--- src/design/emesh_pkg.sv ---
package emesh_pkg;

   // Memory geometry, 64-bit words
   localparam int MEM_AW    = 16;
   localparam int MEM_DEPTH = 1 << MEM_AW;

   // Byte address bit where the word address starts
   localparam int WORD_LSB  = 3;

   // Mesh address and data
   typedef logic [31:0] addr_t;
   typedef logic [31:0] data_t;

   // Memory side
   typedef logic [63:0]       mem_word_t;
   typedef logic [7:0]        byte_en_t;
   typedef logic [MEM_AW-1:0] mem_addr_t;

   // Transfer size: 1, 2, 4 or 8 bytes
   typedef enum logic [1:0]
   {
      DM_BYTE   = 2'b00,
      DM_SHORT  = 2'b01,
      DM_WORD   = 2'b10,
      DM_DOUBLE = 2'b11
   } datamode_t;

   // Mesh packet, 104 bits, write in the top bit
   typedef struct packed
   {
      logic      write;
      datamode_t datamode;
      logic [4:0] ctrlmode;
      addr_t     dstaddr;
      data_t     data;
      // Return address on a read, upper data half on a double write
      addr_t     srcaddr;
   } emesh_packet_t;

endpackage

--- src/design/emem_access.sv ---
`timescale 1ns/1ps

module emem_access
(
   input  logic                     access_in,
   input  emesh_pkg::emesh_packet_t packet_in,
   input  logic                     wait_in,
   output logic                     wait_out,
   output logic                     rd_accept,
   output logic                     mem_en,
   output emesh_pkg::byte_en_t      mem_wen,
   output emesh_pkg::mem_addr_t     mem_addr,
   output emesh_pkg::mem_word_t     mem_din
);

   logic          accept;
   logic [2:0]    offset;
   emesh_pkg::data_t rep_data;

   // Request taken only when the mesh is not pushing back
   assign accept    = access_in & ~wait_in;
   assign wait_out  = access_in & wait_in;
   assign rd_accept = accept & ~packet_in.write;
   assign mem_en    = accept;

   // 64-bit memory, so drop the byte offset
   assign mem_addr = packet_in.dstaddr[emesh_pkg::WORD_LSB +: emesh_pkg::MEM_AW];
   assign offset   = packet_in.dstaddr[2:0];

   // Replicate small writes across the low 32 bits
   always_comb
   begin
      case (packet_in.datamode)
         emesh_pkg::DM_BYTE:
            rep_data = {4{packet_in.data[7:0]}};
         emesh_pkg::DM_SHORT:
            rep_data = {2{packet_in.data[15:0]}};
         default:
            rep_data = packet_in.data;
      endcase
   end

   // Double takes its upper half from srcaddr
   assign mem_din = (packet_in.datamode == emesh_pkg::DM_DOUBLE) ?
                    {packet_in.srcaddr, packet_in.data} :
                    {rep_data, rep_data};

   // Byte lanes for the access size at the given offset
   always_comb
   begin
      mem_wen = '0;
      if (packet_in.write)
      begin
         case (packet_in.datamode)
            emesh_pkg::DM_BYTE:
               mem_wen = 8'b0000_0001 << offset;
            emesh_pkg::DM_SHORT:
               mem_wen = 8'b0000_0011 << {offset[2:1], 1'b0};
            emesh_pkg::DM_WORD:
               mem_wen = 8'b0000_1111 << {offset[2], 2'b00};
            default:
               mem_wen = 8'b1111_1111;
         endcase
      end
   end

endmodule

--- config.mk ---
export PLATFORM = sky130hd
export DESIGN_NAME = emem_access
export DESIGN_NICKNAME = d
export VERILOG_FILES = /design/src/design/emesh_pkg.sv /design/src/design/emem_access.sv
export SDC_FILE = /design/constraint.sdc
export NUM_CORES = 1
export LEC_CHECK = 0
export ABC_CLOCK_PERIOD_IN_PS = 1400
export BUFFER_PORTS_ARGS = -buffer_cell sky130_fd_sc_hd__clkbuf_2
export CAP_MARGIN = 25
export CORE_ASPECT_RATIO = 0.7
export CORE_MARGIN = 10
export CORE_UTILIZATION = 34
export DETAILED_ROUTE_END_ITERATION = 10
export PLACE_DENSITY = 0.91
export SLEW_MARGIN = 0
export SYNTH_ARGS = -nofsm -noshare
export SYNTH_HDL_FRONTEND = slang
export SYNTH_SLANG_ARGS = --single-unit
--- constraint.sdc ---
create_clock -name vclk -period 1.4
set_clock_uncertainty 0.15 [all_clocks]
set_input_delay 0.07 -clock vclk [all_inputs]
set_output_delay 0.07 -clock vclk [all_outputs]
set_load 0.05 [all_outputs]
### Word level (Yosys, flattened, before mapping)

Index checks and enable logic that the tools add are counted.

| storage, ports and cells | value |
|---|---|
| bits in writable memories | 0 |
| bits of input ports | 106 |
| memories kept | 0 |
| register bits after elaboration | 0 |
| output and inout bits | 91 |
| memory bits (read-only) | 0 |
| bits in latches | 0 |
| word-level logic and storage cells | 16 |

| operators by class | value |
|---|---|
| add/sub/neg operators | 0 |
| multiplexer cells | 4 |
| shifts and indexed selects | 3 |
| bitwise gates (word level) | 5 |
| equal/unequal tests | 3 |
| $lt $le $gt $ge | 0 |
| divide/modulo/power cells | 0 |
| reductions and logical operators | 1 |
| multiply operators | 0 |

Operators by type and width:

| operator | number |
|---|---|
| 64-bit 2-to-1 mux | 1 |
| 32-bit case mux with 2 select lines | 1 |
| 8-bit case mux with 3 select lines | 1 |
| 8-bit 2-to-1 mux | 1 |
| 1-bit by 3-bit << shifter with 8-bit output, first input constant | 1 |
| 2-bit by 3-bit << shifter with 8-bit output, first input constant | 1 |
| 4-bit by 3-bit << shifter with 8-bit output, first input constant | 1 |
| 2-bit == test, second input constant | 2 |
| 1-bit AND | 3 |
| 2-bit by 1-bit == test with 1-bit output, second input constant | 1 |
| 2-bit logical NOT | 1 |
| 1-bit NOT | 2 |

### Depth between registers and ports, before layout

| depth | value |
|---|---|
| depth after elaboration | 3 |
| mapped depth | 5 |
| gate-level depth less buffers | 3 |

### Worst setup path before layout

Ideal clock, no wire load.

| timing path | value |
|---|---|
| path type | input to output |
| start | in access_in |
| end | out rd_accept |
| path buffers | 0 |
| stages on the path | 2 |
| arrival time | 1.615 ns |
| data required time | 1.180 ns |
| slack | -0.435 ns |
| path through | nor2b_1 -> nor2b_1 |

| between the ends | value |
|---|---|
| word-level cells in the longest chain between the ends | 2 |

RTL lines:

| element | line | source |
|---|---|---|
| start, declared | emem_access.sv:5 | `input logic access_in,` |
| 1-bit AND | emem_access.sv:21 | `assign accept = access_in & ~wait_in;` |
| 1-bit AND | emem_access.sv:23 | `assign rd_accept = accept & ~packet_in.write;` |
| end, declared | emem_access.sv:9 | `output logic rd_accept,` |

No other way between the ends.

### Worst setup path after layout

| timing path | value |
|---|---|
| start | in packet_in[101] (netlist bit) |
| end | out mem_din[31] |

| between the ends | value |
|---|---|
| word-level cells in the longest chain between the ends | 3 |
| elaborated cells on any way between the ends | 5 |
| classes of those cells | 2 x eq/ne; 2 x mux; 1 x reduce/logical |

RTL lines:

| element | line | source |
|---|---|---|
| start, declared | emem_access.sv:6 | `input emesh_pkg::emesh_packet_t packet_in,` |
| 2-bit by 1-bit == test with 1-bit output or 2-bit logical NOT (tied branches) | emem_access.sv:33 | `case (packet_in.datamode)` |
| 32-bit case mux with 2 select lines | emem_access.sv:33 |  |
| 64-bit 2-to-1 mux * | emem_access.sv:44 | `assign mem_din = (packet_in.datamode == emesh_pkg::DM_DOUBLE) ?` |
| end, declared | emem_access.sv:13 | `output emesh_pkg::mem_word_t mem_din` |

Every way passes the cells marked *; elsewhere a longest branch is shown, timed or not.

==> results.cfg <==
[timing]
rsz0062_at_grt = yes
max-slew-margin-rel_pct = 62.7
worst_pin_slew_ns = 0.558
final-hold-violation-count = 0
hold_ws_ns = 0.360
fmax_mhz = 728
finalSetupTns_ns = 0
final_max_slew_viol_count = 0
finalCritPeriodShare_pct = 98.1
setup_viol = 0
period_minus_slack_ns = 1.37

[route]
viasPerCell = 4.94
vias = 1872
drt-initial-drc-count = 60
drtPass1Iterations = 4
drt-total-wl_um = 7010
drtAntennaViolNets = 0
drc = 0
wl_per_cell_um = 18.5

[finish]
clkbuf_count = 0
final_area_um2 = 2710
syn_to_final_growth_pct = 102
fin_util_pct = 74.1
seq_cells = 0
regArea_um2 = 0
nNetsFinal = 435
drive_above_1_share_pct = 69.7

[global_route]
grt_start_max_net_pins = 34
grt_pass1_wl_um = 10200
antenna_found_initial = 1
grt.overflow.total = 0
grt_pass1_vias = 2101
grtUsageTotal_pct = 17.8

[synth]
yosys-top-cells-area = mux2i_1, buf_4, a21oi_1, mux2_1, mux2_4
synth_warnings = 0
synth-seq-area-share_pct = 0
netlist.area_leader.share_pct = 17.9
netlist_instances = 176
syn_nets = 282
syn_area_um2 = 1340
syn_area_per_cell_um2 = 7.61
ys_types = 24
yosysTopAreaCell = mux2i_1

[power_and_ir_drop]
p_comb_share_pct = 100.0
swShare_pct = 65.7
p_leak_nw = 1.40
powerDensity_nw_per_um2 = 617
pwr-share-seq_pct = 0
clkPwrFrac_pct = 0
switchingPower_mw = 1.10
intPower_mw = 0.573
ir_worst_vdd_v = 0.000473

[critical_path]
critPathSlowestCell = buf_2
cp_slowest_stage_delay_ns = 0.28
critical_path.cell_chain = buf_4 > buf_12 > nor2b_1 > a211oi_2 > buf_4 > a21oi_1 > buf_2
cp_max_fo = 9
crit_buf_inv = 4
crit_family = buffers and inverters
crit_type = in2out
arrival_ns = 1.15
cp.required_ns = 1.18
critPathCaptureType = output pin
crit_top_cell = buf_4
start_kind = input port

[floorplan]
ios = 197
die_area_um2 = 6890
core_area_um2 = 3650
die_w_um = 95
initial_utilization_pct = 36.7
die_h_um = 72.5
core.rowCount = 18

[flow_run]
cap_violations = 0

[place]
dpl_cell_area_um2 = 2380
io_buffers = 147
hpwl_um = 5280
place_congestion = 0.810

[worst_hold_path]
whs_path_depth = 3
min-delay-start = wait_in
min_to = mem_en
hold_class = in2out

[run_status]
status = finished clean
## cells in the final DEF (no fill, tap or decap), drive strengths merged
cell type and count:
clkbuf 120, buf 51, a21oi 36, mux2i 24, mux2 24, nor2 18
dlygate4sd3 16, nor2b 12, inv 9, a211oi 8, o21ai 3, diode 2
nand2 2, nand2b 1, a21o 1, or2 1, and2 1
## worst min-delay path: cells and delay by family
family                 cells  cell delay, ns
and+or+nand+nor            1            0.04
buffers and inverters      2            0.32
## what timing repair did
action	CTS	global route
gates cloned	0	1
buffers inserted	1	5
endpoints found under the setup margin	30	32
pin swaps	2	4
hold endpoints to repair	16	0
resized for setup	15	30
hold buffers	16	0
## power by group through the flow
stage                     clock network [mW]  logic, mW  registers [mW]
after floorplan                            0       1.12               0
after global placement                     0       1.45               0
after detailed placement                   0       1.48               0
after CTS                                  0       1.63               0
after global routing            0.0000000956       1.74               0
final                            0.000000191       1.67               0
## per-stage QoR
stage | power, mW | setup WS (ns) | instances
6_report | 1.67 | 0.0265 | 379
5_1_grt | 1.74 | -0.00437 | 378
4_1_cts | 1.63 | 0.00769 | 371
3_5_place_dp | 1.48 | -0.0547 | 354
3_3_place_gp | 1.45 | -0.0282 | 354
2_1_floorplan | 1.12 | -0.199 | 176
## cell usage after synthesis, drive strengths merged
master	n
inv	9
a211oi	8
a21oi	36
nor2	18
nor2b	12
buf	36
and2	1
o21ai	3
a21o	1
nand2	2
mux2	24
mux2i	24
nand2b	1
or2	1
## logic make-up (layout without fill, tap and decap cells)
logic type / after synthesis / in the layout / share of synthesized area (%)
buffers and inverters: 45 / 196 / 24.8
AO/OA/AOI/OAI: 48 / 48 / 21.1
multiplexers: 48 / 48 / 40.4
AND/OR/NAND/NOR: 35 / 35 / 13.7
other: 0 / 2 / 0
## how the worst max path moves through the flow
stage                         from     endpoint  slack (ns)  cells past startpoint
floorplan           packet_in[101]  mem_din[45]       -0.20                      5
global placement    packet_in[101]  mem_din[24]       -0.03                      6
detailed placement  packet_in[101]  mem_din[56]       -0.05                      6
CTS                 packet_in[102]   mem_wen[3]       0.008                      6
global route        packet_in[101]  mem_din[47]      -0.004                      7
finish              packet_in[101]  mem_din[31]        0.03                      7
## final cells by class
class / count / area, um^2
multi-input cells: 131 / 1170
well taps: 50 / 62.6
repair buffers: 187 / 1430
fillers: 289 / 943
diodes: 2 / 5.00
inverters: 9 / 33.8
## routing by layer
metal,up-vias,track usage (%),share of wire (%)
li1,902,-,-
met1,867,15.7,33
met2,93,37.9,58
met3,10,4.62,7.9
met4,0,4.80,1.6
met5,-,0,0
Note: power is estimated with default switching activity, not from simulation.
