===== src/design/emesh_pkg.sv =====
package emesh_pkg;

   // Memory geometry, 64-bit words
   localparam int MEM_AW    = 16;
   localparam int MEM_DEPTH = 1 << MEM_AW;

   // Byte address bit where the word address starts
   localparam int WORD_LSB  = 3;

   // Mesh address and data
   typedef logic [31:0] addr_t;
   typedef logic [31:0] data_t;

   // Memory side
   typedef logic [63:0]       mem_word_t;
   typedef logic [7:0]        byte_en_t;
   typedef logic [MEM_AW-1:0] mem_addr_t;

   // Transfer size: 1, 2, 4 or 8 bytes
   typedef enum logic [1:0]
   {
      DM_BYTE   = 2'b00,
      DM_SHORT  = 2'b01,
      DM_WORD   = 2'b10,
      DM_DOUBLE = 2'b11
   } datamode_t;

   // Mesh packet, 104 bits, write in the top bit
   typedef struct packed
   {
      logic      write;
      datamode_t datamode;
      logic [4:0] ctrlmode;
      addr_t     dstaddr;
      data_t     data;
      // Return address on a read, upper data half on a double write
      addr_t     srcaddr;
   } emesh_packet_t;

endpackage


===== src/design/emesh_rdalign.sv =====
`timescale 1ns/1ps

module emesh_rdalign
(
   input  emesh_pkg::datamode_t datamode,
   input  logic [2:0]           offset,
   input  emesh_pkg::mem_word_t data_in,
   output emesh_pkg::mem_word_t data_out
);

   logic [5:0]           shift_bits;
   emesh_pkg::mem_word_t shifted;

   // Bit offset of the addressed lane, aligned to the access size
   always_comb
   begin
      case (datamode)
         emesh_pkg::DM_BYTE:
            shift_bits = {offset, 3'b000};
         emesh_pkg::DM_SHORT:
            shift_bits = {offset[2:1], 4'b0000};
         emesh_pkg::DM_WORD:
            shift_bits = {offset[2], 5'b00000};
         default:
            shift_bits = 6'd0;
      endcase
   end

   assign shifted = data_in >> shift_bits;

   // Zero-extend everything below a double
   always_comb
   begin
      case (datamode)
         emesh_pkg::DM_BYTE:
            data_out = {56'd0, shifted[7:0]};
         emesh_pkg::DM_SHORT:
            data_out = {48'd0, shifted[15:0]};
         emesh_pkg::DM_WORD:
            data_out = {32'd0, shifted[31:0]};
         default:
            data_out = data_in;
      endcase
   end

endmodule


===== config.mk =====
export PLATFORM = sky130hd
export DESIGN_NAME = emesh_rdalign
export DESIGN_NICKNAME = d
export VERILOG_FILES = /design/src/design/emesh_pkg.sv /design/src/design/emesh_rdalign.sv
export SDC_FILE = /design/constraint.sdc
export NUM_CORES = 1
export LEC_CHECK = 0
export BUFFER_PORTS_ARGS = -buffer_cell sky130_fd_sc_hd__clkbuf_2
export CAP_MARGIN = 20
export CELL_PAD_IN_SITES_DETAIL_PLACEMENT = 0
export CELL_PAD_IN_SITES_GLOBAL_PLACEMENT = 1
export CORE_ASPECT_RATIO = 0.7
export CORE_MARGIN = 1
export CORE_UTILIZATION = 33
export DETAILED_ROUTE_END_ITERATION = 6
export GPL_TIMING_DRIVEN = 0
export PLACE_DENSITY_LB_ADDON = 0.1
export SLEW_MARGIN = 25
export SYNTH_ARGS = -nofsm -noshare
export SYNTH_HDL_FRONTEND = slang
export SYNTH_SLANG_ARGS = --single-unit

===== constraint.sdc =====
create_clock -name vclk -period 6.37
set_clock_uncertainty 0.05 [all_clocks]
set_input_delay 1.274 -clock vclk [all_inputs]
set_output_delay 1.274 -clock vclk [all_outputs]
set_load 0.02 [all_outputs]

### Yosys cells after proc, flatten, opt, wreduce, memory -nomap -nowiden

Cells that the tools add are included.
W data, S select, Z words.

| cells by class | value |
|---|---|
| equality and inequality tests | 2 |
| shifts and indexed selects | 1 |
| muxes and demuxes | 2 |
| reductions and logical operators | 1 |

Operators with widths:

| operator | number |
|---|---|
| $pmux W64 S3 | 1 |
| $shr A64 B6 Y32 | 1 |
| $pmux W6 S3 | 1 |
| $eq A2 B1 Y1 const B | 1 |
| $eq A2 B2 Y1 const B | 1 |
| $logic_not A2 Y1 | 1 |

| word-level totals | value |
|---|---|
| register bits after elaboration | 0 |
| bits of input ports | 69 |
| output and inout bits | 64 |
| word-level logic and storage cells | 6 |

### Logic depth before layout (Yosys ltp)

Gate-level depths: netlist of run 1.

| logic depth | value |
|---|---|
| depth after elaboration | 4 |
| depth in mapped cells | 9 |
| gate-level depth less buffers | 5 |

### Worst setup path after synthesis of run 1

Ideal clock, no wire load.

| timing | value |
|---|---|
| kind | input-to-output |
| from | input datamode[0] |
| to | output data_out[31] |
| data arrival time | 3.024 ns |
| required time | 5.046 ns |
| setup slack | 2.022 ns |
| cell stages on the path | 7 |
| path buffers | 3 |
| cells stage by stage | buf_6 -> or3b_1 -> buf_6 -> buf_6 -> mux2i_1 -> a211o_1 -> a221oi_1 |

| between the ends | value |
|---|---|
| word-level cells in the longest chain between the ends | 4 |
| elaborated cells on any way between the ends | 6 |

RTL lines:

| element | line | text |
|---|---|---|
| start, declared | emesh_rdalign.sv:5 | `input emesh_pkg::datamode_t datamode,` |
| $eq A2 B2 Y1 (tied with other cells) | emesh_rdalign.sv:17, emesh_rdalign.sv:34 |  |
| $pmux W6 S3 | emesh_rdalign.sv:17 | `case (datamode)` |
| $shr A64 B6 Y32 | emesh_rdalign.sv:29 | `assign shifted = data_in >> shift_bits;` |
| $pmux W64 S3 * | emesh_rdalign.sv:34 | `case (datamode)` |
| end, declared | emesh_rdalign.sv:8 | `output emesh_pkg::mem_word_t data_out` |

Mark *: on every way between the ends. The rest lies on a longest branch, timed or not.

### Worst setup path in the final report of run 1

| timing | value |
|---|---|
| from | input offset[1] |
| to | output data_out[15] |

| between the ends | value |
|---|---|
| word-level cells in the longest chain between the ends | 3 |

RTL lines:

| element | line | text |
|---|---|---|
| start, declared | emesh_rdalign.sv:6 | `input logic [2:0] offset,` |
| $pmux W6 S3 | emesh_rdalign.sv:17 |  |
| $shr A64 B6 Y32 | emesh_rdalign.sv:29 |  |
| $pmux W64 S3 | emesh_rdalign.sv:34 |  |

Every way passes these cells.

==> results of run 1 <==
==> routing by layer <==
layer	GRT usage (%)	vias up	share of wire, %
met5	0	-	0
met4	9.84	0	2.3
met3	2.99	30	14
met2	50.8	319	42
met1	50.4	1677	42
li1	-	1568	-
==> Yosys cell counts (all sizes together), types with 6 or more instances <==
master,instances,area (µm²)
nand3,6,30.0
nor2,10,37.5
nand2,39,146
o21ai,43,215
inv,9,33.8
a21oi,37,185
clkbuf,20,75.1
and3,32,200
mux2i,22,220
mux4,19,428
o211ai,7,52.6
buf,21,129
a211oi,8,60.1
==> critical path: stages <==
cell      delay, ps
buf_2           240
and2b_1         350
buf_4           300
buf_1           480
o21ai_1         210
a32oi_1         240
nand2_1          80
clkbuf_2        160
==> power groups by stage <==
stage	logic [mW]	registers [mW]	clock network, mW
6_report	0.267	0	0
5_1_grt	0.282	0	0
4_1_cts	0.260	0	0
3_5_place_dp	0.259	0	0
3_3_place_gp	0.258	0	0
2_1_floorplan	0.158	0	0
==> final timing paths <==
path | startpoint | endpoint | slack (ps) | cells past startpoint
max | offset[1] | data_out[15] | 1700 | 8
min | data_in[6] | data_out[6] | 2840 | 4
==> logic make-up (layout without fill, tap and decap cells) <==
group | count (synthesis) | in the layout | share of synthesized area, %
and+or+nand+nor | 112 | 112 | 25.7
muxes | 42 | 42 | 28.6
buffers and inverters | 52 | 182 | 10.6
AOI/OAI and AO/OA | 130 | 130 | 35.0
==> per-stage QoR <==
step / util [%] / hold WS, ps / instance area [µm²]
after global routing: 45.5 / 2860 / 3070
final: 45.5 / 2840 / 3070
after detailed placement: 45.5 / 2830 / 3070
after global placement: 45.5 / 2830 / 3070
after floorplan: - / 2680 / 2300
after CTS: 45.5 / 2830 / 3070
==> final cells by class <==
cell class | count | area [µm²]
Timing Repair Buffer | 130 | 651
Multi-Input combinational cell | 284 | 2060
Fill cell | 755 | 3680
Buffer | 41 | 204
Inverter | 11 | 41.3
Tap cell | 94 | 118
==> flow_summary.toml, run 1 <==
[grt]
grt_pass1_wl_um = 18400
grt_util_all_layers_pct = 33.5
grt_pass1_vias = 3118
antenna_found_initial = 1
grt_max_degree = 11
grt-ovfl-total = 0

[power]
irDropWorstVdd_uv = 30.1
power.total_mw = 0.267
seqPwrFrac_pct = 0
swShare_pct = 63.0
power_frac_clock_pct = 0
combPwrFrac_pct = 100.0
p_int_mw = 0.0986
power.net_switching_mw = 0.168
leakage_nw = 1.52
p_per_area_nw_per_um2 = 86.8

[timing]
rsz0062_at_grt = "no"
setup_violations = 0
max_freq_mhz = 214
fin_crit_ps = 4670
final-max-slew-violation-count = 0
hold_viol_final = 0
finalSetupTns_ps = 0
relSlewSlack_pct = 24.3
layout_setup_ws_ps = 1700
tightestPinTransition_ps = 1130
timing.final.crit_share_pct = 73.3

[routing]
drc = 2
drtIter0Drc = 529
vias_per_cell = 6.42
drt-pass1-iter-count = 7
wire_per_inst_um = 22.7
postRouteAntennaNets = 0
vias = 3594
wl_um = 12700

[finish]
final_common_cell = "clkbuf_2"
layout.cells.non_filler = 560
area_delta_synth_final_pct = 33.3
seq_cells = 0
diodes = 0
final_cell_mix = "clkbuf_2 (130), o21ai_0 (41), nand2_1 (39), a21oi_1 (37), and3_1 (32)"
n_clock_buffer = 0
drive_gt1_share_pct = 36.7
final_nets = 537
register_area_um2 = 0

[critical_path]
cp-start-kind = "input pin"
cp.required_ps = 5050
end_kind = "output pin"
crit_fanout = 10
crit_arrival_ps = 3340
path_class = "in2out"

[floorplan]
die_x_um = 102
ios = 133
start_util_pct = 34.1
core_um2 = 6760
num_rows = 25
die_h_um = 71.9
design.die.area_um2 = 7330

[cts]
cts_resized = 0
post_cts_buffers = 0
cts_hold_buf = 0

[placed_design]
pre_cts_slack_ps = 1770
gp_congestion = 0.942
hpwl_um = 8920
io_buffers = 130
place_inst = 560

[flow_run]
drv_cap = 0

[worst_hold_path]
holdCritPathClass = "in2out"

[logic_synthesis]
synthesis.nets = 405
ys_seq_area_share_pct = 0
syn_inst = 336
syn_avg_cell_area_um2 = 6.86
netlist_area_um2 = 2300
ys_warn_count = 0
ys_types = 44

[status]
violations = "design-rule violations"
status = "complete, but fails checks"
(Power assumes the default switching activity.)
==> inputs of run 2 (changes only) <==
--- a/config.mk
+++ b/config.mk
@@ -5,13 +5,14 @@
 export SDC_FILE = /design/constraint.sdc
 export NUM_CORES = 1
 export LEC_CHECK = 0
+export ABC_AREA = 1
 export BUFFER_PORTS_ARGS = -buffer_cell sky130_fd_sc_hd__clkbuf_2
 export CAP_MARGIN = 20
 export CELL_PAD_IN_SITES_DETAIL_PLACEMENT = 0
 export CELL_PAD_IN_SITES_GLOBAL_PLACEMENT = 1
 export CORE_ASPECT_RATIO = 0.7
 export CORE_MARGIN = 1
-export CORE_UTILIZATION = 33
+export CORE_UTILIZATION = 24
 export DETAILED_ROUTE_END_ITERATION = 6
 export GPL_TIMING_DRIVEN = 0
 export PLACE_DENSITY_LB_ADDON = 0.1
==> constraint.sdc (replaced) <==
create_clock -name vclk -period 3.8
set_clock_uncertainty 0.05 [all_clocks]
set_input_delay 0.76 -clock vclk [all_inputs]
set_output_delay 0.76 -clock vclk [all_outputs]
set_load 0.02 [all_outputs]
==> flow_summary.toml, run 2 <==
[critical_path]
slowest_stage = "buf_2"
crit_path_frequent_cell = "nand2_1"
crit_arrival_ps = 2410
critical_path_buf_inv_count = 5
path_delay_family = "buffers and inverters"
cp.required_ps = 2990
cp-start-kind = "input pin"
startpoint = "datamode[1]"
end_kind = "output pin"
cp_cell_sequence = "clkbuf_2 -> nor2_4 -> nand2_2 -> inv_2 -> buf_2 -> nand2_1 -> nand3_1 -> nand2_1 -> nand2_1 -> nand2_1 -> inv_1 -> clkbuf_2"
crit_end = "data_out[4]"
cpPeakStageDelay_ps = 350
critical_path_depth = 12
path_class = "in2out"
crit_fanout = 10

[logic_synthesis]
netlist_area_um2 = 2360
ys_seq_area_share_pct = 0
syn_avg_cell_area_um2 = 4.22
synthesis.nets = 628
synthSimpleGateAreaFrac_pct = 79.3
synth.most_common_cell = "nand2_1"
synthTopCellsByArea = "nand2_1 (39%), nand3_1 (33%), inv_1 (11%)"
synth_top_area_share_pct = 39.5
synthAdderAreaFrac_pct = 0
synth_top_family_by_area = "simple AND/OR/NAND/NOR gates"
synthMuxAreaShare_pct = 0
synth_top_cells_by_count = "nand2_1 (248), nand3_1 (157), inv_1 (70), nor2_1 (34), buf_2 (19)"
ys_warn_count = 0
syn_inst = 559
ys_types = 15
synth_xor_area_share_pct = 0
synth_top_area_cell = "nand2_1"
synth_compound_area_share_pct = 1.70

[timing]
setup_violations = 0
max_freq_mhz = 310
hold_viol_final = 0
finalSetupTns_ps = 0
fin_crit_ps = 3220
final-max-slew-violation-count = 0
tightestPinTransition_ps = 795
relSlewSlack_pct = 47.0
layout_setup_ws_ps = 576
timing.final.crit_share_pct = 84.8
rsz0062_at_grt = "no"

[routing]
drc = 0
drt-pass1-iter-count = 6
drtIter0Drc = 420
vias_per_cell = 5.11
vias = 4161
postRouteAntennaNets = 0
wl_um = 14000
wire_per_inst_um = 17.2

[finish]
register_area_um2 = 0
fin_util_pct = 34.2
drive_gt1_share_pct = 22.7
final_nets = 762
seq_cells = 0
diodes = 0
final_common_cell = "nand2_1"
area_delta_synth_final_pct = 34.6
final_cell_mix = "nand2_1 (248), nand3_1 (157), clkbuf_2 (132), inv_1 (70), nor2_1 (34)"
fin_area_um2 = 3170
n_clock_buffer = 0

[floorplan]
die_x_um = 120
num_rows = 29
core_um2 = 9290
design.die.area_um2 = 10200
die_h_um = 84.9
ios = 133
start_util_pct = 25.4

[flow_run]
drv_cap = 0

[worst_hold_path]
holdCritPathClass = "in2out"

[grt]
grt_max_degree = 11
grt_util_all_layers_pct = 26.7
antenna_found_initial = 0
grt-ovfl-total = 0
grt_pass1_vias = 3908
grt_pass1_wl_um = 21200

[cts]
cts_resized = 0
cts_hold_buf = 0
post_cts_buffers = 0

[power]
irDropWorstVdd_uv = 35.6
p_per_area_nw_per_um2 = 144
leakage_nw = 2.18

[placed_design]
hpwl_um = 10100
io_buffers = 132
gp_congestion = 0.892
placed_area_um2 = 3170
pre_cts_slack_ps = 619

[status]
status = "complete, no violations"
==> run 2: worst min-delay path by stage <==
stage | start | to | slack, ps | cells past startpoint
finish | data_in[46] | data_out[46] | 1800 | 4
global route | data_in[62] | data_out[62] | 1810 | 4
CTS | data_in[46] | data_out[46] | 1800 | 4
floorplan | data_in[36] | data_out[36] | 1590 | 2
detailed placement | data_in[46] | data_out[46] | 1800 | 4
global placement | data_in[36] | data_out[36] | 1790 | 4
==> run 2: cell families (layout without fill, tap and decap cells) <==
family / count (synthesis) / after routing
AOI/OAI and AO/OA: 8 / 8
buffers and inverters: 109 / 241
and+or+nand+nor: 442 / 442
==> run 2: layout make-up <==
class / count / area [µm²]
Fill cell: 1167 / 6120
Inverter: 71 / 267
Tap cell: 124 / 155
Buffer: 38 / 181
Multi-Input combinational cell: 450 / 1910
Timing Repair Buffer: 132 / 661
==> run 2: power breakdown <==
| part | total (mW) | switching [mW] | internal [mW] |
|---|---|---|---|
| registers | 0 | 0 | 0 |
| clock network | 0 | 0 | 0 |
| logic | 0.457 | 0.315 | 0.143 |
| total | 0.457 | 0.315 | 0.143 |
==> run 2: stage by stage <==
stage	hold slack (ps)	power, mW	instances
finish	1800	0.457	815
global route	1810	0.502	815
CTS	1800	0.450	815
detailed placement	1800	0.449	815
global placement	1790	0.447	815
floorplan	1590	0.274	559
==> run 2: metal layers <==
metal / vias up / routed length (µm) / GRT usage (%)
li1: 2017 / - / -
met1: 1849 / 6690 / 39.9
met2: 273 / 5730 / 41.3
met3: 22 / 1390 / 2.42
met4: 0 / 203 / 4.71
met5: - / 0 / 0
==> inputs of run 3 (changes only) <==
--- a/config.mk
+++ b/config.mk
@@ -12,7 +12,7 @@
 export CELL_PAD_IN_SITES_GLOBAL_PLACEMENT = 1
 export CORE_ASPECT_RATIO = 0.7
 export CORE_MARGIN = 1
-export CORE_UTILIZATION = 24
+export CORE_UTILIZATION = 27
 export DETAILED_ROUTE_END_ITERATION = 6
 export GPL_TIMING_DRIVEN = 0
 export PLACE_DENSITY_LB_ADDON = 0.1
==> constraint.sdc (replaced) <==
create_clock -name vclk -period 3
set_clock_uncertainty 0.05 [all_clocks]
set_input_delay 0.6 -clock vclk [all_inputs]
set_output_delay 0.6 -clock vclk [all_outputs]
set_load 0.02 [all_outputs]
==> flow_summary.toml, run 3 (synthesis results as in run 2) <==
[routing]
wire_per_inst_um = 16.8
postRouteAntennaNets = 0
drtIter0Drc = 402
wl_um = 13600
drc = 0
drt-pass1-iter-count = 5
vias = 4174
vias_per_cell = 5.14

[floorplan]
design.die.area_um2 = 9110
die_h_um = 80.2
die_x_um = 114
start_util_pct = 27.9
core_um2 = 8440
ios = 133
num_rows = 28

[timing]
hold_ws_ps = 1480
relSlewSlack_pct = 44.0
max_freq_mhz = 351
final-max-slew-violation-count = 0
hold_viol_final = 0
tightestPinTransition_ps = 841
fin_crit_ps = 2850
timing.final.crit_share_pct = 95.0
finalSetupTns_ps = 0
rsz0062_at_grt = "no"
setup_violations = 0
layout_setup_ws_ps = 149

[placed_design]
placed_area_um2 = 3170
io_buffers = 132
pre_cts_slack_ps = 137
hpwl_um = 9660
gp_congestion = 0.907

[power]
p_per_area_nw_per_um2 = 182
power.total_mw = 0.578
leakage_nw = 2.19
irDropWorstVdd_uv = 58.2

[finish]
seq_cells = 0
area_delta_synth_final_pct = 35.0
final_common_cell = "nand2_1"
n_clock_buffer = 0
final_nets = 763
fin_area_um2 = 3180
drive_gt1_share_pct = 23.3
register_area_um2 = 0
final_cell_mix = "nand2_1 (248), nand3_1 (157), clkbuf_2 (135), inv_1 (70), nor2_1 (34)"
nFillCells = 1033
diodes = 0

[cts]
cts_hold_buf = 0

[worst_hold_path]
whs_endpoint = "data_out[54]"
min-delay-start = "data_in[54]"
holdCritPathClass = "in2out"
min_path_cells = 4

[grt]
grt_pass1_vias = 3575
grt_util_all_layers_pct = 28.9
antenna_found_initial = 0
grt_max_degree = 11
grt_pass1_wl_um = 19900
grt-ovfl-total = 0

[critical_path]
path_class = "in2out"
cp.required_ps = 2350
crit_arrival_ps = 2200
cp-start-kind = "input pin"
crit_fanout = 10
end_kind = "output pin"

[flow_run]
drv_cap = 0

[status]
status = "complete, no violations"
==> run 3: cell types whose count changed in the layout (fill, tap and decap cells not counted) <==
| cell | delta |
|---|---|
| buf_4 | +1 |
| clkbuf_1 | -3 |
| clkbuf_2 | +3 |
| buf_2 | -1 |
| clkbuf_4 | +1 |
==> run 3: layout make-up <==
type	instances	area, µm²	share of cell area, %
Buffer	38	188	5.90
Inverter	71	267	8.38
Multi-Input combinational cell	450	1910	60.0
Tap cell	120	150	4.72
Timing Repair Buffer	133	668	21.0
==> run 3: where the power goes <==
group,switching (mW),internal [mW],total (mW)
registers,0,0,0
clock network,0,0,0
logic,0.396,0.182,0.578
==> run 3: worst max-delay path by stage <==
stage / from / endpoint / slack [ps] / cells after the start
2_1_floorplan: datamode[1] / data_out[15] / 750 / 9
3_3_place_gp: datamode[1] / data_out[5] / 160 / 12
3_5_place_dp: datamode[1] / data_out[5] / 140 / 12
4_1_cts: datamode[1] / data_out[5] / 120 / 12
5_1_grt: datamode[1] / data_out[10] / 3 / 7
6_report: datamode[1] / data_out[25] / 150 / 11
==> run 3: metal layers <==
| metal | up-vias | GRT usage [%] | wire [µm] |
|---|---|---|---|
| li1 | 2013 | - | - |
| met1 | 1871 | 43.0 | 6210 |
| met2 | 278 | 44.1 | 5610 |
| met3 | 12 | 4.15 | 1720 |
| met4 | 0 | 3.82 | 82 |
| met5 | - | 0 | 0 |
==> run 3: timing repair <==
item,in CTS,in global routing
setup buffers,0,1
endpoints found under the setup margin,0,13
gates resized for setup,0,7
==> run 3: worst max-delay path, stage by stage <==
cell	delay, ps
clkbuf_2	130
inv_1	80
nand2_1	110
inv_1	100
buf_2	270
buf_2	340
nand3_1	120
nand3_1	90
nand3_1	90
nand2_1	80
clkbuf_2	160
==> run 3: metrics by stage <==
step	util, %	instances
global route	37.7	812
global placement	37.5	811
finish	37.7	812
detailed placement	37.5	811
CTS	37.5	811
floorplan	-	559
