## config.mk

```make
export PLATFORM = sky130hd
export DESIGN_NAME = emem_response
export DESIGN_NICKNAME = d
export VERILOG_FILES = /design/src/design/emesh_pkg.sv /design/src/design/emem_response.sv
export SDC_FILE = /design/constraint.sdc
export NUM_CORES = 1
export LEC_CHECK = 0
export ABC_AREA = 1
export BUFFER_PORTS_ARGS = -buffer_cell sky130_fd_sc_hd__buf_2
export CAP_MARGIN = 20
export CELL_PAD_IN_SITES_DETAIL_PLACEMENT = 0
export CELL_PAD_IN_SITES_GLOBAL_PLACEMENT = 1
export CORE_AREA = 3 3 108 110
export DETAILED_ROUTE_END_ITERATION = 6
export DIE_AREA = 0 0 111 113
export PLACE_DENSITY = 0.76
export SYNTH_ARGS = -nofsm -noshare
export SYNTH_HDL_FRONTEND = slang
export SYNTH_SLANG_ARGS = --single-unit
```

## constraint.sdc

```tcl
create_clock -name clk -period 1.75 [get_ports clk]
set_clock_uncertainty 0.2 [all_clocks]
set_input_delay 0.525 -clock clk [delete_from_list [all_inputs] [get_ports clk]]
set_output_delay 0.525 -clock clk [all_outputs]
set_load 0.005 [all_outputs]
```

## src/design/emesh_pkg.sv

```systemverilog
package emesh_pkg;

   // Memory geometry, 64-bit words
   localparam int MEM_AW    = 16;
   localparam int MEM_DEPTH = 1 << MEM_AW;

   // Byte address bit where the word address starts
   localparam int WORD_LSB  = 3;

   // Mesh address and data
   typedef logic [31:0] addr_t;
   typedef logic [31:0] data_t;

   // Memory side
   typedef logic [63:0]       mem_word_t;
   typedef logic [7:0]        byte_en_t;
   typedef logic [MEM_AW-1:0] mem_addr_t;

   // Transfer size: 1, 2, 4 or 8 bytes
   typedef enum logic [1:0]
   {
      DM_BYTE   = 2'b00,
      DM_SHORT  = 2'b01,
      DM_WORD   = 2'b10,
      DM_DOUBLE = 2'b11
   } datamode_t;

   // Mesh packet, 104 bits, write in the top bit
   typedef struct packed
   {
      logic      write;
      datamode_t datamode;
      logic [4:0] ctrlmode;
      addr_t     dstaddr;
      data_t     data;
      // Return address on a read, upper data half on a double write
      addr_t     srcaddr;
   } emesh_packet_t;

endpackage

```

## src/design/emem_response.sv

```systemverilog
`timescale 1ns/1ps

module emem_response
(
   input  logic                     clk,
   input  logic                     nreset,
   input  logic                     rd_accept,
   input  emesh_pkg::emesh_packet_t req,
   input  emesh_pkg::mem_word_t     rd_data,
   output emesh_pkg::datamode_t     datamode_q,
   output logic [2:0]               offset_q,
   output logic                     access_out,
   output emesh_pkg::emesh_packet_t packet_out
);

   logic             access_q;
   logic [4:0]       ctrlmode_q;
   emesh_pkg::addr_t srcaddr_q;

   // Response strobe, one cycle after the read is taken
   always_ff @(posedge clk or negedge nreset)
   begin
      if (!nreset)
      begin
         access_q <= 1'b0;
      end
      else
      begin
         access_q <= rd_accept;
      end
   end

   // Request fields held for the cycle the memory word comes back
   always_ff @(posedge clk)
   begin
      if (rd_accept)
      begin
         datamode_q <= req.datamode;
         ctrlmode_q <= req.ctrlmode;
         offset_q   <= req.dstaddr[2:0];
         srcaddr_q  <= req.srcaddr;
      end
   end

   assign access_out = access_q;

   // Reply goes back to the requester
   always_comb
   begin
      packet_out.write    = 1'b1;
      packet_out.datamode = datamode_q;
      packet_out.ctrlmode = ctrlmode_q;
      packet_out.dstaddr  = srcaddr_q;
      packet_out.data     = rd_data[31:0];
      packet_out.srcaddr  = rd_data[63:32];
   end

endmodule

```

# Word level (Yosys, flattened, before mapping)
# Index checks and enable logic that the tools add are counted.
[op_classes] n_addsub=0 mul=0 div_mod_pow=0 order_cmp=0 eq_ne=0 n_shift=0 mux=0 bitwise=0 reduce_logical=0
[totals] regBits=43 latch_bits=0 ram_bits=0 romBits=0 input_bits=171 output_inout_bits=110 elab_cells=5 mem_count=0

# Depth between registers and ports, before layout
# Gate-level depths: netlist of run 1.
[depth] word_depth=0 mapped_depth=1 mapped_depth_nobuf=0

# Worst setup path before layout of run 1
# Ideal clock, no wire load.
[synth_path] path_kind="input to output" startpoint="input port rd_data[32]" endpoint="output port packet_out[0] (netlist bit)" arrival_time_ps=636 required_time_ps=1025 setup_slack_ps=389 path_stages=1 path_cell_list="buf_4"
[synth_lines] element="start: declaration" line_no="emem_response.sv:9" source="input emesh_pkg::mem_word_t rd_data,"
[synth_lines] element="end: declaration" line_no="emem_response.sv:13" source="output emesh_pkg::emesh_packet_t packet_out"
# No word-level cell between the ends.

# Worst setup path in the final report of run 1
[layout_path] startpoint="register datamode_q[0]" endpoint="output port packet_out[101] (netlist bit)"
[layout_lines] element="start: declaration" line_no="emem_response.sv:10" source="output emesh_pkg::datamode_t datamode_q,"
[layout_lines] element="start signal: assignment" line_no="emem_response.sv:38" source="datamode_q <= req.datamode;"
# No word-level cell between the ends.

==> results of run 1 <==
[final timing paths]
| kind | slack, ns | depth (start not counted) | start | to |
|---|---|---|---|---|
| min in group asynchronous | 0.33 | 2 | nreset | access_out |
| max | 0.17 | 1 | datamode_q[0] | packet_out[101] |
| max in group asynchronous | 0.94 | 2 | nreset | access_out |
| min | 0.19 | 1 | req[20] | srcaddr_q[20] |
[logic make-up (layout without fill, tap and decap cells)]
logic type	count (synthesis)	after routing	share of synthesized area [%]
buffers and inverters	67	99	28.1
flip-flops	43	43	71.7
other	1	1	0.209
[what timing repair did]
item / in CTS / in global routing
hold buffers: 1 / 0
setup endpoints to repair: 0 / 0
setup buffers: 0 / 0
hold endpoints to repair: 1 / 0
[flip-flops by register name, indices dropped and copies added, names as in the netlist]
| name | flops |
|---|---|
| access_out | 1 |
| ctrlmode_q | 5 |
| datamode_q | 2 |
| offset_q | 3 |
| srcaddr_q | 32 |
[power groups by stage]
stage | Sequential (mW) | Clock [mW] | Combinational [mW]
6_report | 1.24 | 0.784 | 0.173
3_5_place_dp | 1.26 | 0 | 0.177
5_1_grt | 1.25 | 0.860 | 0.189
3_3_place_gp | 1.26 | 0 | 0.173
2_1_floorplan | 1.28 | 0 | 0.126
4_1_cts | 1.24 | 0.811 | 0.179
[cell usage in the layout, fill, tap and decap left out]
cell            n
dfrtp_1         1
bufinv_16       1
conb_1          1
buf_2          89
clkbuf_8        5
inv_6           1
clkinvlp_4      1
edfxtp_1       42
buf_12          1
dlygate4sd3_1   1
[cell type report]
| cell class | instances | area share, % |
|---|---|---|
| Clock inverter | 3 | 2.25 |
| Multi-Input combinational cell | 1 | 0.183 |
| Sequential cell | 43 | 62.6 |
| Clock buffer | 5 | 3.35 |
| Tap cell | 140 | 8.52 |
| Timing Repair Buffer | 91 | 23.1 |
[layer usage]
metal | global-route usage, % | share of wire, % | vias up
met1 | 5.45 | 32 | 408
met4 | 4.02 | 4.0 | 0
li1 | - | - | 368
met2 | 9.26 | 50 | 86
met5 | 0 | 0 | -
met3 | 4.44 | 14 | 21
[per-stage QoR]
stage,setup WS (ns),instance area (µm²),std cells
after floorplan,0.389,1790,111
after global placement,0.355,1930,274
after detailed placement,0.338,1930,274
after CTS,0.153,2060,283
after global routing,0.103,2060,283
final,0.170,2060,283
==> impl_results.md, run 1 <==
* CTS root buffer: clkbuf_8
* Synth Net Count at 282
* Top FF cell, synth: edfxtp_1
* Worst Setup End Kind: output port
* Synth cell types at 4
* Post-synth top area cell: edfxtp_1
* Worst path required time at about 1 ns
* Die Wd at 111 µm
* DR WL/cell at 13.3 µm
* Post-Syn Area at 1790 µm²
* Final period utilization at 90.3%
* Pre-antenna DRT Iters at 4
* Pin count of the biggest net entering global routing at 44
* Hold Path Class: input pin to register
* Synth warnings at 0
* Synth top area share at 70.3%
* Final net count at 313
* Switching share of power at between 20% and 30%
* Kind of critical path: register to output port
* Status: finished clean
* Maximum clock frequency at 0.633 GHz
* Initial antenna violation count at 0
* Grt ovf at 0
* Register area share after synthesis at 71.7%
* Clock sinks at 43
* Finish-stage setup viols at 0
* Fillers at 1154
* Vias/cell at between 3 and 4
* Sequential Area at 1290 µm²
* Comb pwr share at 7.9%
* Post-DRT Antenna Nets at 0
* VDD IR-drop max at 0.000424 V
* Die Y at approximately 110 µm
* Slowest cell on crit path: edfxtp_1
* Top-count cell post-synth: buf_4
* # H-tree levels at 2
* #FFs+latches synth at 43
* Max-slew violation count at 0
* Final Hold Viols at 0
* Unrepaired setup endpoints after global routing: false
* Total GRT Usage at 5.95%
* Family with the most delay on the worst path: flip-flops
* Synth async-reset ratio at between 2 and 2.5%
* Cts bufs inserted at 5
* Fin Hold WS at between 0.15 and 0.2 ns
* First-pass GRT wire length at 5540 µm
* Clock Power Share at 35.7%
* Total Wirelength at 3750 µm
* Critical Path, Cell by Cell: buf_2
* Area Growth Syn to Fin at 14.7%
* Power, Total at 2.19 mW
* Die area at 12500 µm²
* Lkg Pwr at around 0.84 nW
* P_sw at ~0.46 mW
* Tmin final at 1.58 ns
* Final setup TNS at 0 ns
* EDFF count, synth at 42
* Reg power frac at 56.4%
* Global placer's final weighted congestion at 0.742
* Starting Density at 16.6%
* Share of cells above drive strength 1 at 68.5%
* Core Region at 10800 µm²
* Pwr dens at 1070 nW/µm²
* Vias in the first global route at 980
* CTS resizes at 0
* Worst-path clk slew at 0.09 ns
* Rows at 38
* Multi-input gate area at 3.75 µm²
* Final core utilization at between 10% and 20%
* Crit path largest cell delay at a little over 0.4 ns
* Diodes inserted at 0
* # IOs at 281
* Synth area leaders: edfxtp_1 (70%), buf_4 (28%), dfrtp_1 (1.4%)
* Iter 0 DRT Violations at 12
* CP startpoint kind: register
* DRC at 0
* I/O Buffers at 89
* Cell Int Power at 1.74 mW
* Crit path buffers/inverters at 1
* Vias at 883
* Top post-synthesis cells by count: buf_4 (67), edfxtp_1 (42), conb_1 (1), dfrtp_1 (1)
* Clk buf depth at 2
* Max-cap violations at 0
* Syn_area_per_cell at around 16 µm²
* CP Data Arrival Time at 0.86 ns
* Cells after synthesis at approximately 110
* Critical Path Fanout Max at 2
* CTS tree: yes
Note: power is estimated with default switching activity, not from simulation.
==> run 2, diff against run 1 <==
--- a/config.mk
+++ b/config.mk
@@ -10,10 +10,10 @@
 export CAP_MARGIN = 20
 export CELL_PAD_IN_SITES_DETAIL_PLACEMENT = 0
 export CELL_PAD_IN_SITES_GLOBAL_PLACEMENT = 1
-export CORE_AREA = 3 3 108 110
+export CORE_AREA = 3 3 107 109
 export DETAILED_ROUTE_END_ITERATION = 6
-export DIE_AREA = 0 0 111 113
-export PLACE_DENSITY = 0.76
+export DIE_AREA = 0 0 110 112
+export PLACE_DENSITY = 0.77
 export SYNTH_ARGS = -nofsm -noshare
 export SYNTH_HDL_FRONTEND = slang
 export SYNTH_SLANG_ARGS = --single-unit
==> constraint.sdc (replaced) <==
create_clock -name clk -period 1.6 [get_ports clk]
set_clock_uncertainty 0.2 [all_clocks]
set_input_delay 0.48 -clock clk [delete_from_list [all_inputs] [get_ports clk]]
set_output_delay 0.48 -clock clk [all_outputs]
set_load 0.005 [all_outputs]
==> run 2 against run 1 <==
Against the previous run: global-route usage grew 0.16 points; sequential cell count is the same; largest cell class unchanged; die area shrank 1.8%.
==> impl_results.md, run 2 (synthesis results as in run 1) <==
* Status: finished clean (unchanged)
* Total GRT Usage at 6.12% (was 5.95%)
* Starting Density at 16.8% (was 16.6%)
* Kind of critical path: register to output port (unchanged)
* I/O Buffers at 89 (unchanged)
* Cts bufs inserted at 5 (unchanged)
* Final net count at 313 (unchanged)
* Pin count of the biggest net entering global routing at 44 (unchanged)
* Commonest non-fill, non-tap cells in the layout: buf_2 (89), edfxtp_1 (42), clkbuf_8 (5), bufinv_16 (2) (was buf_2 (89), edfxtp_1 (42), clkbuf_8 (5))
* CTS root buffer: clkbuf_8 (unchanged)
* Commonest non-fill, non-tap cell in the layout: buf_2 (unchanged)
* Final setup TNS at 0 ns (unchanged)
* Post-CTS Setup Repair Bufs at 0 (unchanged)
* Finish-stage setup viols at 0 (unchanged)
* Vias in the first global route at 1021 (was 980)
* Placed inst area at 1930 µm² (unchanged)
* Clk buf depth at 2 (unchanged)
* Die area at 12300 µm² (was 12500 µm²)
* Unrepaired setup endpoints after global routing: false (unchanged)
* Vias at 893 (was 883)
* GRT busiest layer: met2 (unchanged)
* Diodes inserted at 0 (unchanged)
* Crit path buffers/inverters at 1 (unchanged)
* Global placer's final weighted congestion at 0.686 (was 0.742)
* Worst-path clk slew at 0.09 ns (about the same)
* Switching share of power at 19.6% (was 20.8%)
* Iter 0 DRT Violations at 25 (was 12)
* Critical Path, Cell by Cell: buf_2 (unchanged)
* CTS tree: yes (unchanged)
* Hold Path Class: input pin to register (unchanged)
* CP Data Arrival Time at 0.84 ns (was 0.86 ns)
* Area Growth Syn to Fin at 16.1% (was 14.7%)
* Critical Path Fanout Max at 2 (unchanged)
* Crit path largest cell delay at 0.40 ns (was 0.41 ns)
* Core Region at 10700 µm² (was 10800 µm²)
* Grt ovf at 0 (unchanged)
* Clock Power Share at 40.0% (was 35.7%)
* Clock sinks at 43 (unchanged)
* Maximum clock frequency at 0.658 GHz
* Rows at 38 (unchanged)
* VDD IR-drop max at 0.000426 V (was 0.000424 V)
* Final period utilization at 94.9%
* Slowest cell on crit path: edfxtp_1 (unchanged)
* DRC at 0 (unchanged)
* P_sw at 0.503 mW (was 0.455 mW)
* Share of cells above drive strength 1 at 68.5% (unchanged)
* Met2 Use GR at 9.10% (was 9.26%)
* Post-DRT Antenna Nets at 0 (unchanged)
* Tmin final at 1.52 ns
* Initial antenna violation count at 0 (unchanged)
* Max-slew violation count at 0 (unchanged)
* Post-route cell area at 2080 µm² (was 2060 µm²)
* Die Wd at 110 µm (was 111 µm)
* Grt met3 use at 4.41% (was 4.44%)
* Die Y at 112 µm (was 113 µm)
* Max-cap violations at 0 (unchanged)
* Total Wirelength at 3840 µm (was 3750 µm)
* Vias/cell at 3.16 (was 3.12)
* Most flops, register: srcaddr_q (unchanged)
* Comb pwr share at 7.4% (was 7.9%)
* # IOs at 281 (unchanged)
* Worst Setup End Kind: output port (unchanged)
* # H-tree levels at 2 (unchanged)
* GR Util met1 at 5.78% (was 5.45%)
* Reg power frac at 52.6% (was 56.4%)
* CP startpoint kind: register (unchanged)
* Post-DP HPWL at 2990 µm
* DR WL/cell at 13.6 µm (was 13.3 µm)
* Pwr dens at 1230 nW/µm² (was 1070 nW/µm²)
* Biggest regs: srcaddr_q: 32 flops, ctrlmode_q: 5 flops, offset_q: 3 flops (unchanged)
* Cell Int Power at 2.07 mW (was 1.74 mW)
* Final Hold Viols at 0 (unchanged)
* First-pass GRT wire length at 5580 µm (was 5540 µm)
* Family with the most delay on the worst path: flip-flops (unchanged)
* Max reg flops at 32 (unchanged)
* Lkg Pwr at 0.860 nW (was 0.844 nW)
* Pre-antenna DRT Iters at 4 (unchanged)
* Worst path required time at 0.92 ns (was 1.02 ns)
-- run 2: changes by cell type in the layout (fill, tap and decap cells not counted), sizes merged --
cell      change
clkinvlp      -1
bufinv        +1
-- run 2: cell type report --
| class | instances | area, µm² |
|---|---|---|
| Clock buffer | 5 | 68.8 |
| Clock inverter | 3 | 71.3 |
| Fill cell | 1177 | 8620 |
| Multi-Input combinational cell | 1 | 3.75 |
| Sequential cell | 43 | 1290 |
| Tap cell | 140 | 175 |
| Timing Repair Buffer | 91 | 475 |
-- run 2: path summary, 6_finish.rpt --
path	from	to	slack (ns)	cells past startpoint
worst max-delay path	datamode_q[0]	packet_out[101]	0.08	1
worst min-delay path	req[18]	srcaddr_q[18]	0.15	1
max in group asynchronous	nreset	access_out	0.82	2
min in group asynchronous	nreset	access_out	0.29	2
-- run 2: power groups by stage --
stage / Combinational [mW] / Clock (mW) / Sequential (mW)
global route: 0.208 / 1.13 / 1.36
detailed placement: 0.195 / 0 / 1.38
global placement: 0.190 / 0 / 1.38
floorplan: 0.138 / 0 / 1.39
finish: 0.190 / 1.03 / 1.35
CTS: 0.197 / 1.07 / 1.35
-- run 2: repair_timing --
item                                   CTS  global route
resized for setup                        0             0
endpoints found under the hold margin    1             0
hold buffers                             1             0
-- run 2: per-stage QoR --
step / utilization, % / cells / total power [mW] / worst slack [ns] / hold WS, ns
2_1_floorplan: - / 111 / 1.53 / 0.329 / -0.0156
3_3_place_gp: 18.0 / 274 / 1.57 / 0.253 / 0.0569
3_5_place_dp: 18.0 / 274 / 1.57 / 0.231 / 0.0592
4_1_cts: 19.5 / 283 / 2.62 / 0.0633 / 0.137
5_1_grt: 19.5 / 283 / 2.70 / 0.0181 / 0.120
6_report: 19.5 / 283 / 2.57 / 0.0811 / 0.149
-- run 2: per-layer routing --
layer,up-vias,share of wire (%)
met5,-,0
met4,0,5.1
met3,25,15
met2,85,48
met1,416,32
li1,367,-
==> run 3, diff against run 2 <==
--- a/config.mk
+++ b/config.mk
@@ -10,10 +10,11 @@
 export CAP_MARGIN = 20
 export CELL_PAD_IN_SITES_DETAIL_PLACEMENT = 0
 export CELL_PAD_IN_SITES_GLOBAL_PLACEMENT = 1
-export CORE_AREA = 3 3 107 109
+export CORE_AREA = 3 3 108 110
+export CTS_BUF_LIST = sky130_fd_sc_hd__clkbuf_4 sky130_fd_sc_hd__clkbuf_8
 export DETAILED_ROUTE_END_ITERATION = 6
-export DIE_AREA = 0 0 110 112
-export PLACE_DENSITY = 0.77
+export DIE_AREA = 0 0 111 113
+export PLACE_DENSITY = 0.76
 export SYNTH_ARGS = -nofsm -noshare
 export SYNTH_HDL_FRONTEND = slang
 export SYNTH_SLANG_ARGS = --single-unit
==> run 3 against run 2 <==
Against the previous run: sequential share of layout area grew 1.3 points; maximum frequency grew 0.11%; clock power shrank 30%; cell count is the same; power shrank 12%; worst setup slack gained 0.0017 ns; clock-buffer cell count grew 1.
==> impl_results.md, run 3 (synthesis results as in run 1) <==
* Status: finished clean (unchanged)
* I/O Buffers at 89 (unchanged)
* Clk buf depth at 2 (unchanged)
* Global placer's final weighted congestion at 0.753 (was 0.686)
* Finish-stage setup viols at 0 (unchanged)
* Maximum clock frequency at 0.659 GHz (was 0.658 GHz)
* Placed inst area at 1930 µm² (unchanged)
* Crit path largest cell delay at 0.40 ns (about the same)
* Reg power frac at 59.8% (was 52.6%)
* Commonest non-fill, non-tap cells in the layout: buf_2 (89), edfxtp_1 (42), clkbuf_8 (6) (was buf_2 (89), edfxtp_1 (42), clkbuf_8 (5), bufinv_16 (2))
* CTS resizes at 0 (unchanged)
* DRC at 0 (unchanged)
* Max-slew violation count at 0 (unchanged)
* Worst hold start: req[99] (was req[18])
* Lkg Pwr at 0.837 nW (was 0.860 nW)
* Post-route cell area at 2040 µm² (was 2080 µm²)
* First-pass GRT wire length at 5420 µm (was 5580 µm)
* Biggest regs: srcaddr_q: 32 flops, ctrlmode_q: 5 flops, offset_q: 3 flops (unchanged)
* Total Wirelength at 3640 µm (was 3840 µm)
* Family with the most delay on the worst path: flip-flops (unchanged)
* Unrepaired setup endpoints after global routing: false (unchanged)
* Top sig layer: met4 (unchanged)
* M1 wire length at 1150 µm (was 1220 µm)
* Pre-antenna DRT Iters at 4 (unchanged)
* Worst-path clk slew at 0.09 ns (about the same)
* Non-Filler Instances at 283 (unchanged)
* Pwr dens at 1110 nW/µm² (was 1230 nW/µm²)
* Final setup TNS at 0 ns (unchanged)
* Post-DRT Antenna Nets at 0 (unchanged)
* Worst path required time at 0.92 ns (about the same)
* Die Y at 113 µm (was 112 µm)
* Comb pwr share at 8.3% (was 7.4%)
* Rows at 38 (unchanged)
* Total GRT Usage at 5.72% (was 6.12%)
* Vias/cell at 3.07 (was 3.16)
* Cts bufs inserted at 5 (unchanged)
* Fillers at 1158 (was 1177)
* Final net count at 313 (unchanged)
* Switching share of power at 21.2% (was 19.6%)
* Grt ovf at 0 (unchanged)
* Critical Path Fanout Max at 2 (unchanged)
* Clock sinks at 43 (unchanged)
* CP startpoint kind: register (unchanged)
* Kind of critical path: register to output port (unchanged)
* CTS tree: yes (unchanged)
* Pin count of the biggest net entering global routing at 44 (unchanged)
* Tmin final at 1.52 ns (about the same)
* Slack of the critical path at 0.0828 ns (was 0.0811 ns)
* # IOs at 281 (unchanged)
* P_sw at 0.479 mW (was 0.503 mW)
* Die Wd at 111 µm (was 110 µm)
* Place WS at 0.236 ns (was 0.231 ns)
* Most flops, register: srcaddr_q (unchanged)
* Starting Density at 16.6% (was 16.8%)
* Core Region at 10800 µm² (was 10700 µm²)
* Hold path depth at 1 (unchanged)
* VDD IR-drop max at 0.000365 V (was 0.000426 V)
* Met2 WL post-DR at 1830 µm (was 1850 µm)
* Hold Path End: ctrlmode_q[3] (was srcaddr_q[18])
* Max reg flops at 32 (unchanged)
* Die area at 12500 µm² (was 12300 µm²)
* Final period utilization at 94.8% (was 94.9%)
* Commonest non-fill, non-tap cell in the layout: buf_2 (unchanged)
* Final Hold Viols at 0 (unchanged)
* Cell Int Power at 1.78 mW (was 2.07 mW)
* Met3 wire len at 477 µm (was 568 µm)
* CP Data Arrival Time at 0.84 ns (about the same)
* Worst Setup End Kind: output port (unchanged)
* Final core utilization at 18.9% (was 19.5%)
* Placed Cells at 274 (unchanged)
* Hold Path Class: input pin to register (unchanged)
* Area Growth Syn to Fin at 13.7% (was 16.1%)
* Slowest cell on crit path: edfxtp_1 (unchanged)
* Iter 0 DRT Violations at 22 (was 25)
* Max-cap violations at 0 (unchanged)
* Diodes inserted at 0 (unchanged)
* Initial antenna violation count at 0 (unchanged)
* Crit path buffers/inverters at 1 (unchanged)
* Share of cells above drive strength 1 at 68.5% (unchanged)
* DR WL/cell at 12.9 µm (was 13.6 µm)
* # H-tree levels at 2 (unchanged)
* Vias at 868 (was 893)
* Clock Power Share at 31.9% (was 40.0%)
* Critical Path, Cell by Cell: buf_2 (unchanged)
* Vias in the first global route at 1009 (was 1021)
* CTS root buffer: clkbuf_8 (unchanged)
==> run 3: cell types whose count changed in the layout (fill, tap and decap cells not counted) <==
| cell | before | now |
|---|---|---|
| bufinv_16 | 2 | 0 |
| clkinvlp_4 | 0 | 1 |
| clkinv_4 | 0 | 1 |
| clkbuf_8 | 5 | 6 |
| inv_8 | 1 | 0 |
==> run 3: worst max path at each step <==
stage,start,end,slack (ns),depth (start not counted)
after global routing,datamode_q[1],packet_out[102],0.03,1
after global placement,rd_accept,srcaddr_q[0],0.25,2
after floorplan,rd_data[32],packet_out[0],0.33,1
final,datamode_q[1],packet_out[102],0.08,1
after CTS,datamode_q[1],packet_out[102],0.05,1
after detailed placement,rd_accept,srcaddr_q[16],0.24,2
==> run 3: stage by stage <==
| step | power [mW] | hold WS, ns |
|---|---|---|
| floorplan | 1.53 | -0.0156 |
| global placement | 1.57 | 0.0548 |
| detailed placement | 1.57 | 0.0616 |
| CTS | 2.31 | 0.143 |
| global route | 2.38 | 0.132 |
| finish | 2.26 | 0.155 |
==> run 3: final cells by class <==
class | instances | area, µm² | area share, %
clock buffer | 6 | 82.6 | 4.05
sequential | 43 | 1290 | 63.1
multi-input combinational | 1 | 3.75 | 0.184
tap | 140 | 175 | 8.59
timing repair buffer | 91 | 475 | 23.3
clock inverter | 2 | 16.3 | 0.798
==> run 3: what timing repair did <==
| item | in CTS | in global routing |
|---|---|---|
| hold buffers | 1 | 0 |
| endpoints found under the hold margin | 1 | 0 |
| buffers inserted | 0 | 0 |
==> run 3: power by group through the flow <==
stage	Clock [mW]	Sequential, mW	Combinational, mW
after floorplan	0	1.39	0.138
after global placement	0	1.38	0.190
after detailed placement	0	1.38	0.193
after CTS	0.760	1.36	0.195
after global routing	0.809	1.36	0.207
final	0.722	1.35	0.187
==> run 3: layer usage <==
metal  up-vias  track usage, %
met5         -               0
met4         0            4.35
met3        22            3.96
met2        86            9.02
met1       392            5.15
li1        368               -
